File: src/hdl/pad_mux_pkg.sv
/*
 * Widths, select codes and pad positions shared by the pad multiplexer.
 * Select codes that no mode uses fall back to PAD_IDLE: all inputs, output high.
 */
package pad_mux_pkg;

    // Bus widths
    localparam int PAD_COUNT      = 38;  // User IO pads
    localparam int LA_WIDTH       = 16;  // LA subset routed into the mux
    localparam int SEL_WIDTH      = 4;
    localparam int SLOT_COUNT     = 3;   // Designs kept on this padframe
    localparam int TT_BYTE_WIDTH  = 8;   // TinyTapeout uo/uio byte
    localparam int RGB_WIDTH      = 6;   // 2 bits per colour
    localparam int GPOUT_WIDTH    = 3;
    localparam int HYPERRAM_WIDTH = 13;

    typedef logic [PAD_COUNT-1:0]      pad_vec_t;
    typedef logic [LA_WIDTH-1:0]       la_vec_t;
    typedef logic [SEL_WIDTH-1:0]      mux_sel_t;
    typedef logic [SLOT_COUNT-1:0]     slot_vec_t;
    typedef logic [TT_BYTE_WIDTH-1:0]  tt_byte_t;
    typedef logic [RGB_WIDTH-1:0]      rgb_t;
    typedef logic [GPOUT_WIDTH-1:0]    gpout_t;
    typedef logic [HYPERRAM_WIDTH-1:0] hyperram_vec_t;

    // Select codes, as driven from the LA
    localparam mux_sel_t SEL_RAYBOX      = 4'd0;
    localparam mux_sel_t SEL_HYPERRAM    = 4'd2;
    localparam mux_sel_t SEL_VGA_SPI_ROM = 4'd6;
    localparam mux_sel_t SEL_LOOPBACK    = 4'd11;
    localparam mux_sel_t SEL_PATTERN     = 4'd13;
    localparam mux_sel_t SEL_PATTERN_INV = 4'd14;
    localparam mux_sel_t SEL_IDLE        = 4'd15;  // Loaded at reset, unmapped

    // Bit positions in slot_vec_t
    localparam int SLOT_RAYBOX      = 0;
    localparam int SLOT_HYPERRAM    = 1;
    localparam int SLOT_VGA_SPI_ROM = 2;

    // Select code that activates each slot
    localparam mux_sel_t SLOT_SEL_CODES [SLOT_COUNT] = '{
        SLOT_RAYBOX:      SEL_RAYBOX,
        SLOT_HYPERRAM:    SEL_HYPERRAM,
        SLOT_VGA_SPI_ROM: SEL_VGA_SPI_ROM
    };

    // Pad input that may reset all designs
    localparam int IO5_RESET_PAD = 5;

    // Raybox pad groups
    localparam int RAYBOX_GPOUT_LSB = 35;  // gpout on 37:35
    localparam int RAYBOX_RGB_LSB   = 10;  // rgb on 15:10

    // HyperRAM owns the top of the padframe
    localparam int HYPERRAM_PAD_LSB = 25;  // 37:25

    // Loopback mode
    localparam int LOOP_WIDTH   = 7;
    localparam int LOOP_SRC_LSB = 31;  // Pads 37:31 read as inputs
    localparam int LOOP_DST_LSB = 24;  // ... echoed on 30:24
    localparam int LA_PAD_LSB   = 8;   // LA echoed on 23:8

    // Pattern modes
    localparam int      PATTERN_PAD_LSB = 16;  // Pattern on 31:16
    localparam la_vec_t TEST_PATTERN    = 16'h55AA;

    // Idle pads: input direction, output level 1
    localparam pad_vec_t PAD_IDLE = '1;

endpackage

File: src/hdl/mux_ctrl_sync.sv
/*
 * Select bits are synchronised one by one; hold i_mux_sel steady while it settles.
 * Controls are plain LA levels with no handshake, two edges of latency.
 */
`timescale 1ns/1ps

module mux_ctrl_sync (
    input  logic                  mux_conf_clk,
    input  logic                  i_rst_n,

    input  pad_mux_pkg::mux_sel_t i_mux_sel,
    input  logic                  i_mux_sys_reset_enb,   // Active low
    input  logic                  i_mux_io5_reset_enb,   // Active low
    input  logic                  i_mux_auto_reset_enb,  // Active low

    output pad_mux_pkg::mux_sel_t o_mux_sel,
    output logic                  o_sys_reset_ena,
    output logic                  o_io5_reset_ena,
    output logic                  o_auto_reset_ena
);
    import pad_mux_pkg::*;

    // First stage may go metastable, second is clean
    mux_sel_t   sel_meta;
    mux_sel_t   sel_sync;
    logic [2:0] enb_meta;  // {auto, io5, sys}, still active low
    logic [2:0] enb_sync;

    always_ff @(posedge mux_conf_clk) begin
        if (!i_rst_n) begin
            sel_meta <= SEL_IDLE;  // Default mode, pads idle
            sel_sync <= SEL_IDLE;
            enb_meta <= '1;        // All enables off
            enb_sync <= '1;
        end else begin
            sel_meta <= i_mux_sel;
            sel_sync <= sel_meta;
            enb_meta <= {i_mux_auto_reset_enb,
                         i_mux_io5_reset_enb,
                         i_mux_sys_reset_enb};
            enb_sync <= enb_meta;
        end
    end

    assign o_mux_sel = sel_sync;

    // enb to ena
    assign o_sys_reset_ena  = ~enb_sync[0];
    assign o_io5_reset_ena  = ~enb_sync[1];
    assign o_auto_reset_ena = ~enb_sync[2];

endmodule

File: src/hdl/design_reset_gen.sv
/*
 * Purely combinational; resets are active high and may glitch on select changes.
 * Only designs listed in SLOT_SEL_CODES get a reset and an enable.
 */
`timescale 1ns/1ps

module design_reset_gen (
    input  pad_mux_pkg::mux_sel_t  i_mux_sel,         // Synchronised select

    input  logic                   i_sys_reset_ena,
    input  logic                   i_io5_reset_ena,
    input  logic                   i_auto_reset_ena,

    input  logic                   i_sys_rst,         // System reset, raw
    input  logic                   i_io5_pad,         // Pad 5 input level
    input  pad_mux_pkg::slot_vec_t i_design_reset,    // Direct per-design reset

    output pad_mux_pkg::slot_vec_t o_design_rst,
    output pad_mux_pkg::slot_vec_t o_design_ena
);
    import pad_mux_pkg::*;

    logic      sys_reset;  // System reset once gated
    logic      io5_reset;  // Pad reset once gated
    slot_vec_t slot_hit;   // One-hot, select matches slot

    assign sys_reset = i_sys_reset_ena & i_sys_rst;
    assign io5_reset = i_io5_reset_ena & i_io5_pad;

    // Compare the select against each slot's code
    always_comb begin
        for (int k = 0; k < SLOT_COUNT; k++) begin
            slot_hit[k] = (i_mux_sel == SLOT_SEL_CODES[k]);
        end
    end

    // Any source resets the design
    always_comb begin
        for (int k = 0; k < SLOT_COUNT; k++) begin
            o_design_rst[k] = i_design_reset[k]
                            | (i_auto_reset_ena & ~slot_hit[k])  // Park idle designs
                            | sys_reset
                            | io5_reset;
        end
    end

    assign o_design_ena = slot_hit;  // Only the selected design runs

endmodule

File: src/hdl/pad_mux_select.sv
/*
 * Combinational pad driver; an oeb bit of 1 means the pad is an input.
 * Pads not claimed by the selected mode stay input with output high.
 */
`timescale 1ns/1ps

module pad_mux_select (
    input  pad_mux_pkg::mux_sel_t      i_mux_sel,
    input  pad_mux_pkg::pad_vec_t      i_io_in,
    input  pad_mux_pkg::la_vec_t       i_la_in,

    // Raybox renderer
    input  logic                       i_raybox_hsync,
    input  logic                       i_raybox_vsync,
    input  logic                       i_raybox_tex_csb,
    input  logic                       i_raybox_tex_sclk,
    input  logic                       i_raybox_tex_out0,
    input  logic                       i_raybox_tex_oeb0,   // Pad 18 direction
    input  pad_mux_pkg::rgb_t          i_raybox_rgb,
    input  pad_mux_pkg::gpout_t        i_raybox_gpout,

    // HyperRAM bridge, drives its own directions
    input  pad_mux_pkg::hyperram_vec_t i_hyperram_io_out,
    input  pad_mux_pkg::hyperram_vec_t i_hyperram_io_oeb,

    // VGA SPI ROM, TinyTapeout-style ports
    input  pad_mux_pkg::tt_byte_t      i_vga_uo_out,
    input  pad_mux_pkg::tt_byte_t      i_vga_uio_out,
    input  pad_mux_pkg::tt_byte_t      i_vga_uio_oe,        // 1 = output

    output pad_mux_pkg::pad_vec_t      o_io_out,
    output pad_mux_pkg::pad_vec_t      o_io_oeb
);
    import pad_mux_pkg::*;

    always_comb begin
        // Idle base, each mode overlays its own pads
        o_io_out = PAD_IDLE;
        o_io_oeb = PAD_IDLE;

        case (i_mux_sel)
            SEL_RAYBOX: begin
                o_io_out[RAYBOX_GPOUT_LSB +: GPOUT_WIDTH] = i_raybox_gpout;  // 37:35
                o_io_oeb[RAYBOX_GPOUT_LSB +: GPOUT_WIDTH] = '0;
                // 34:19 stay inputs
                o_io_out[18] = i_raybox_tex_out0;    // Texture SPI io0, bidir
                o_io_oeb[18] = i_raybox_tex_oeb0;
                o_io_out[17] = i_raybox_tex_sclk;
                o_io_out[16] = i_raybox_tex_csb;
                o_io_out[RAYBOX_RGB_LSB +: RGB_WIDTH] = i_raybox_rgb;  // 15:10
                o_io_out[9]  = i_raybox_vsync;
                o_io_out[8]  = i_raybox_hsync;
                o_io_oeb[17:8] = '0;                 // Video and SPI clock/select out
            end

            SEL_HYPERRAM: begin
                // Bridge owns 37:25 outright
                o_io_out[HYPERRAM_PAD_LSB +: HYPERRAM_WIDTH] = i_hyperram_io_out;
                o_io_oeb[HYPERRAM_PAD_LSB +: HYPERRAM_WIDTH] = i_hyperram_io_oeb;
            end

            SEL_VGA_SPI_ROM: begin
                // SPI on the same pads as the raybox texture ROM
                o_io_out[37] = i_vga_uio_out[5];     // SPI reset, bidir
                o_io_oeb[37] = ~i_vga_uio_oe[5];
                o_io_out[36] = i_vga_uio_out[4];     // Test out
                o_io_oeb[36] = 1'b0;
                // 35:19 stay inputs, incl. spi_in[3:1] and mode straps
                o_io_out[18] = i_vga_uio_out[1];     // SPI io0, bidir
                o_io_oeb[18] = ~i_vga_uio_oe[1];
                o_io_out[17] = i_vga_uio_out[3];     // sclk
                o_io_out[16] = i_vga_uio_out[0];     // csb

                // VGA bits reordered to the raybox pinout
                o_io_out[15] = i_vga_uo_out[2];      // b1
                o_io_out[14] = i_vga_uo_out[6];      // b0
                o_io_out[13] = i_vga_uo_out[1];      // g1
                o_io_out[12] = i_vga_uo_out[5];      // g0
                o_io_out[11] = i_vga_uo_out[0];      // r1
                o_io_out[10] = i_vga_uo_out[4];      // r0
                o_io_out[9]  = i_vga_uo_out[3];      // vsync
                o_io_out[8]  = i_vga_uo_out[7];      // hsync
                o_io_oeb[17:8] = '0;
            end

            SEL_LOOPBACK: begin
                // Top pads come back out a few pads lower
                o_io_out[LOOP_DST_LSB +: LOOP_WIDTH] = i_io_in[LOOP_SRC_LSB +: LOOP_WIDTH];
                o_io_oeb[LOOP_DST_LSB +: LOOP_WIDTH] = '0;
                o_io_out[LA_PAD_LSB +: LA_WIDTH] = i_la_in;  // 23:8
                o_io_oeb[LA_PAD_LSB +: LA_WIDTH] = '0;
            end

            SEL_PATTERN: begin
                o_io_out[PATTERN_PAD_LSB +: LA_WIDTH] = TEST_PATTERN;  // 31:16
                o_io_oeb[PATTERN_PAD_LSB +: LA_WIDTH] = '0;
            end

            SEL_PATTERN_INV: begin
                // Every bit flips, catches stuck pads
                o_io_out[PATTERN_PAD_LSB +: LA_WIDTH] = ~TEST_PATTERN;
                o_io_oeb[PATTERN_PAD_LSB +: LA_WIDTH] = '0;
            end

            default: ;  // Unused codes and reset value 15 keep the idle base
        endcase
    end

endmodule

File: src/hdl/pad_mux_top.sv
/*
 * Designs take the system clock and raw pad inputs directly, not through this block.
 * Mux controls come in on mux_conf_clk; the rest of the path is combinational.
 */
`timescale 1ns/1ps

module pad_mux_top (
    input  logic                       mux_conf_clk,
    input  logic                       i_rst_n,

    // Mux controls, from the LA
    input  pad_mux_pkg::mux_sel_t      i_mux_sel,
    input  logic                       i_mux_sys_reset_enb,
    input  logic                       i_mux_io5_reset_enb,
    input  logic                       i_mux_auto_reset_enb,

    input  logic                       i_sys_rst,
    input  pad_mux_pkg::pad_vec_t      i_io_in,
    input  pad_mux_pkg::la_vec_t       i_la_in,
    input  pad_mux_pkg::slot_vec_t     i_design_reset,

    // Design outputs coming into the mux
    input  logic                       i_raybox_hsync,
    input  logic                       i_raybox_vsync,
    input  logic                       i_raybox_tex_csb,
    input  logic                       i_raybox_tex_sclk,
    input  logic                       i_raybox_tex_out0,
    input  logic                       i_raybox_tex_oeb0,
    input  pad_mux_pkg::rgb_t          i_raybox_rgb,
    input  pad_mux_pkg::gpout_t        i_raybox_gpout,
    input  pad_mux_pkg::hyperram_vec_t i_hyperram_io_out,
    input  pad_mux_pkg::hyperram_vec_t i_hyperram_io_oeb,
    input  pad_mux_pkg::tt_byte_t      i_vga_uo_out,
    input  pad_mux_pkg::tt_byte_t      i_vga_uio_out,
    input  pad_mux_pkg::tt_byte_t      i_vga_uio_oe,

    output pad_mux_pkg::pad_vec_t      o_io_out,
    output pad_mux_pkg::pad_vec_t      o_io_oeb,
    output pad_mux_pkg::slot_vec_t     o_design_rst,
    output pad_mux_pkg::slot_vec_t     o_design_ena
);
    import pad_mux_pkg::*;

    mux_sel_t mux_sel;         // Synchronised select
    logic     sys_reset_ena;
    logic     io5_reset_ena;
    logic     auto_reset_ena;

    mux_ctrl_sync i_mux_ctrl_sync (
        .mux_conf_clk         (mux_conf_clk),
        .i_rst_n              (i_rst_n),
        .i_mux_sel            (i_mux_sel),
        .i_mux_sys_reset_enb  (i_mux_sys_reset_enb),
        .i_mux_io5_reset_enb  (i_mux_io5_reset_enb),
        .i_mux_auto_reset_enb (i_mux_auto_reset_enb),
        .o_mux_sel            (mux_sel),
        .o_sys_reset_ena      (sys_reset_ena),
        .o_io5_reset_ena      (io5_reset_ena),
        .o_auto_reset_ena     (auto_reset_ena)
    );

    design_reset_gen i_design_reset_gen (
        .i_mux_sel        (mux_sel),
        .i_sys_reset_ena  (sys_reset_ena),
        .i_io5_reset_ena  (io5_reset_ena),
        .i_auto_reset_ena (auto_reset_ena),
        .i_sys_rst        (i_sys_rst),
        .i_io5_pad        (i_io_in[IO5_RESET_PAD]),  // Board reset button pad
        .i_design_reset   (i_design_reset),
        .o_design_rst     (o_design_rst),
        .o_design_ena     (o_design_ena)
    );

    pad_mux_select i_pad_mux_select (
        .i_mux_sel         (mux_sel),
        .i_io_in           (i_io_in),
        .i_la_in           (i_la_in),
        .i_raybox_hsync    (i_raybox_hsync),
        .i_raybox_vsync    (i_raybox_vsync),
        .i_raybox_tex_csb  (i_raybox_tex_csb),
        .i_raybox_tex_sclk (i_raybox_tex_sclk),
        .i_raybox_tex_out0 (i_raybox_tex_out0),
        .i_raybox_tex_oeb0 (i_raybox_tex_oeb0),
        .i_raybox_rgb      (i_raybox_rgb),
        .i_raybox_gpout    (i_raybox_gpout),
        .i_hyperram_io_out (i_hyperram_io_out),
        .i_hyperram_io_oeb (i_hyperram_io_oeb),
        .i_vga_uo_out      (i_vga_uo_out),
        .i_vga_uio_out     (i_vga_uio_out),
        .i_vga_uio_oe      (i_vga_uio_oe),
        .o_io_out          (o_io_out),
        .o_io_oeb          (o_io_oeb)
    );

endmodule

File: config.mk
export PLATFORM = sky130hd
export DESIGN_NAME = pad_mux_top
export DESIGN_NICKNAME = d
export VERILOG_FILES = /design/src/hdl/pad_mux_pkg.sv /design/src/hdl/mux_ctrl_sync.sv /design/src/hdl/design_reset_gen.sv /design/src/hdl/pad_mux_select.sv /design/src/hdl/pad_mux_top.sv
export SDC_FILE = /design/constraint.sdc
export NUM_CORES = 1
export LEC_CHECK = 0
export ABC_AREA = 1
export BUFFER_PORTS_ARGS = -buffer_cell sky130_fd_sc_hd__buf_2
export CAP_MARGIN = 40
export CORE_AREA = 2 2 82 84
export CTS_CLUSTER_DIAMETER = 150
export DETAILED_ROUTE_END_ITERATION = 8
export DIE_AREA = 0 0 84 86
export HOLD_SLACK_MARGIN = 0.12
export PLACE_DENSITY = 0.67
export SYNTH_ARGS = -nofsm -noshare
export SYNTH_HDL_FRONTEND = slang
export SYNTH_SLANG_ARGS = --single-unit
File: constraint.sdc
create_clock -name mux_conf_clk -period 3.53 [get_ports mux_conf_clk]
set_input_delay 0.706 -clock mux_conf_clk [delete_from_list [all_inputs] [get_ports mux_conf_clk]]
set_output_delay 0.706 -clock mux_conf_clk [all_outputs]
set_load 0.02 [all_outputs]
==> flow_summary_export.csv <==
group,metric,value,unit
clock_tree,cts_root_buf,"clkbuf_8",
cells_and_area,fin_area,0.00233,mm2
global_route,grt.total_usage,0.141,
critical_path,criticalPathCategory,"register to primary output",
drt,vias_per_cell,4.12,
drt,vias,2091,
global_route,overflow,0,
cells_and_area,antenna_cells,0,
synthesis,yosysUniqueCellTypes,24,
drt,drtAntennaViolNets,0,
job,maxCapViolations,0,
floorplan,start_util,0.248,
critical_path,r2r_end,"i_mux_ctrl_sync.enb_sync[1]$_SDFF_PN1_",
drt,drc_errors,0,
synthesis,synth-seq-cells,14,
sta,rsz0062_at_grt,"false",
clock_tree,cts_sinks,14,
sta,fmax,368,MHz
critical_path,path_max_fanout,15,
cells_and_area,area_growth_syn_to_layout,49.7,%
floorplan,core,0.00628,mm2
sta,clock_skew,0.000330,ns
sta,slew_violations,0,
floorplan,die_width,84,um
sta,fin_crit,2.72,ns
floorplan,die_h,86,um
pwr,internal-power,350,uW
worst_hold_path,hold_path_startpoint,"i_mux_ctrl_sync.enb_meta[2]$_SDFF_PN1_",
critical_path,cp-end-kind,"primary output",
worst_hold_path,whs_path_depth,2,
placed_design,post-place-ws,1.03,ns
clock_tree,post_cts_buffers,0,
critical_path,start_kind,"register",
sta,finalCritPeriodShare,0.769,
clock_tree,cts_made_buffers,3,
placed_design,place.port_buffers,158,
cells_and_area,fillCellCount,734,
clock_tree,hold_buffers,0,
synthesis,synth-seq-area-share,0.180,
clock_tree,cts_resized,0,
worst_hold_path,hold_class,"register to register",
synthesis,syn_area_per_cell,5.42,um2
worst_hold_path,hold_path_end,"i_mux_ctrl_sync.enb_sync[2]$_SDFF_PN1_",
outcome,status,"complete, no violations",
clock_tree,cts_tree,"done",
synthesis,syn-cell-area,0.00156,mm2
sta,fin_setup_tns,0,ns
global_route,grt_pass1_vias,1813,
sta,setup_slack,0.814,ns
sta,setup_viol,0,
synthesis,synthCells,287,
pwr,switching_share,0.372,
pwr,combPwrFrac,0.421,
pwr,power.share.sequential,0.304,
pwr,p_leak,1.35,nW
placed_design,hpwl,4.73,mm
drt,drt_iter0_drc,77,
sta,final_hold_viol_count,0,
cells_and_area,nNetsFinal,564,
clock_tree,worstSkewPairLatency,0.24,ns
floorplan,die_area,0.00722,mm2
placed_design,place_area,0.00227,mm2
drt,first_pass_iters,4,
global_route,grt_max_degree,26,
critical_path,cp_data_arrival_time,2.01,ns
pwr,pwr_density_cell,239,mW/mm2
drt,routed_wl,5.51,mm
clock_tree,clk_path_buf_depth,2,
critical_path,rr_worst_depth,2,
sta,holdWs,0.397,ns
synthesis,ys_warn_count,0,
floorplan,row_count,29,
global_route,antenna_found_initial,0,
cells_and_area,drive_gt1_frac,0.422,
drt,wire_per_inst,10.8,um
pwr,switchingPower,207,uW
placed_design,gp_congestion,0.784,
global_route,grt_pass1_wl,8.32,mm
critical_path,rr_startpoint,"i_mux_ctrl_sync.enb_meta[1]$_SDFF_PN1_",
critical_path,critPathRequiredTime,2.82,ns
floorplan,ios,214,
clock_tree,ctsHtreeMaxLevel,1,
pwr,pwr-share-clk,0.275,
clock_tree,path_clk_slew,0.06,ns
pwr,peakVddDrop,0.000211,V
critical_path,r2r_setup_slack,3.04,ns
[metrics by stage]
step / total power, mW / instances / util
2_1_floorplan: 0.333 / 302 / -
3_3_place_gp: 0.406 / 504 / 0.362
3_5_place_dp: 0.409 / 504 / 0.362
4_1_cts: 0.563 / 508 / 0.371
5_1_grt: 0.589 / 508 / 0.371
6_report: 0.558 / 508 / 0.371
[power by group through the flow]
stage / combinational [mW] / sequential, mW / clock, mW
6_report: 0.234 / 0.170 / 0.153
5_1_grt: 0.257 / 0.171 / 0.162
4_1_cts: 0.236 / 0.170 / 0.157
3_5_place_dp: 0.236 / 0.173 / 0
3_3_place_gp: 0.233 / 0.173 / 0
2_1_floorplan: 0.161 / 0.172 / 0
[kinds of logic after synthesis]
group / count (synthesis) / share of synthesized area
buffers and inverters: 78 / 0.265
AO/OA/AOI/OAI: 10 / 0.0410
AND/OR/NAND/NOR: 184 / 0.511
flip-flops: 14 / 0.180
other: 1 / 0.00241
[cell usage after synthesis, drive strengths merged]
library cell	count	area share
o22ai	1	0.0040
o211ai	5	0.024
inv	39	0.094
clkbuf	4	0.0097
or2	6	0.024
dfxtp	14	0.18
nand3	32	0.11
clkinv	1	0.0024
o21ai	3	0.0097
nand3b	1	0.0048
nor2	32	0.084
nand2	108	0.27
buf	34	0.16
conb	1	0.0024
nand4	4	0.020
a21oi	1	0.0032
nor3	1	0.0032
[area by class of cell]
class / instances / area [um2] / share of cell area
multi-input cells: 210 / 918 / 0.394
repair buffers: 163 / 828 / 0.356
flip-flops and latches: 14 / 280 / 0.120
well taps: 77 / 96.3 / 0.0414
inverters: 40 / 150 / 0.0645
clock buffers: 4 / 55.1 / 0.0236
[layout by cell type, fill, tap and decap left out, drive strengths merged]
| master | instances |
|---|---|
| a21oi | 1 |
| o211ai | 5 |
| o22ai | 1 |
| clkbuf | 4 |
| inv | 39 |
| nor2 | 32 |
| o21ai | 3 |
| clkinv | 1 |
| nand3 | 32 |
| or2 | 6 |
| conb | 16 |
| nor3 | 1 |
| nand3b | 1 |
| nand2 | 108 |
| nand4 | 4 |
| buf | 163 |
| dfxtp | 14 |
[state kept, by name (all words and copies together) (netlist names)]
signal                     flops
i_mux_ctrl_sync.sel_meta       4
i_mux_ctrl_sync.enb_sync       3
i_mux_ctrl_sync.o_mux_sel      4
i_mux_ctrl_sync.enb_meta       3
[routing by layer]
layer | track usage | vias to the layer above | routed length, um
li1 | - | 1114 | -
met4 | 0.0337 | 0 | 36
met2 | 0.253 | 90 | 2660
met3 | 0.0202 | 4 | 404
met1 | 0.177 | 883 | 2410
met5 | 0 | - | 0
[critical path, cell delays in order (launching register included)]
cell and delay [ns]:
dfxtp_1 0.36, nor2_2 0.36, buf_4 0.23, nand2_2 0.19, inv_2 0.27, nand2_1 0.07, o211ai_1 0.08, buf_2 0.19
[worst max path at each step]
stage | from | to | slack [ns] | depth (start not counted)
floorplan | i_mux_ctrl_sync.o_mux_sel[1]$_SDFF_PN1_ | o_io_oeb[17] | 0.89 | 9
global placement | i_mux_ctrl_sync.o_mux_sel[3]$_SDFF_PN1_ | o_io_oeb[25] | 1.08 | 7
detailed placement | i_mux_ctrl_sync.o_mux_sel[2]$_SDFF_PN1_ | o_io_oeb[37] | 1.03 | 7
CTS | i_mux_ctrl_sync.o_mux_sel[2]$_SDFF_PN1_ | o_io_oeb[37] | 0.77 | 7
global route | i_mux_ctrl_sync.o_mux_sel[2]$_SDFF_PN1_ | o_io_oeb[28] | 0.59 | 7
finish | i_mux_ctrl_sync.o_mux_sel[2]$_SDFF_PN1_ | o_io_oeb[37] | 0.81 | 7
Power figures use the tool's default switching activity.
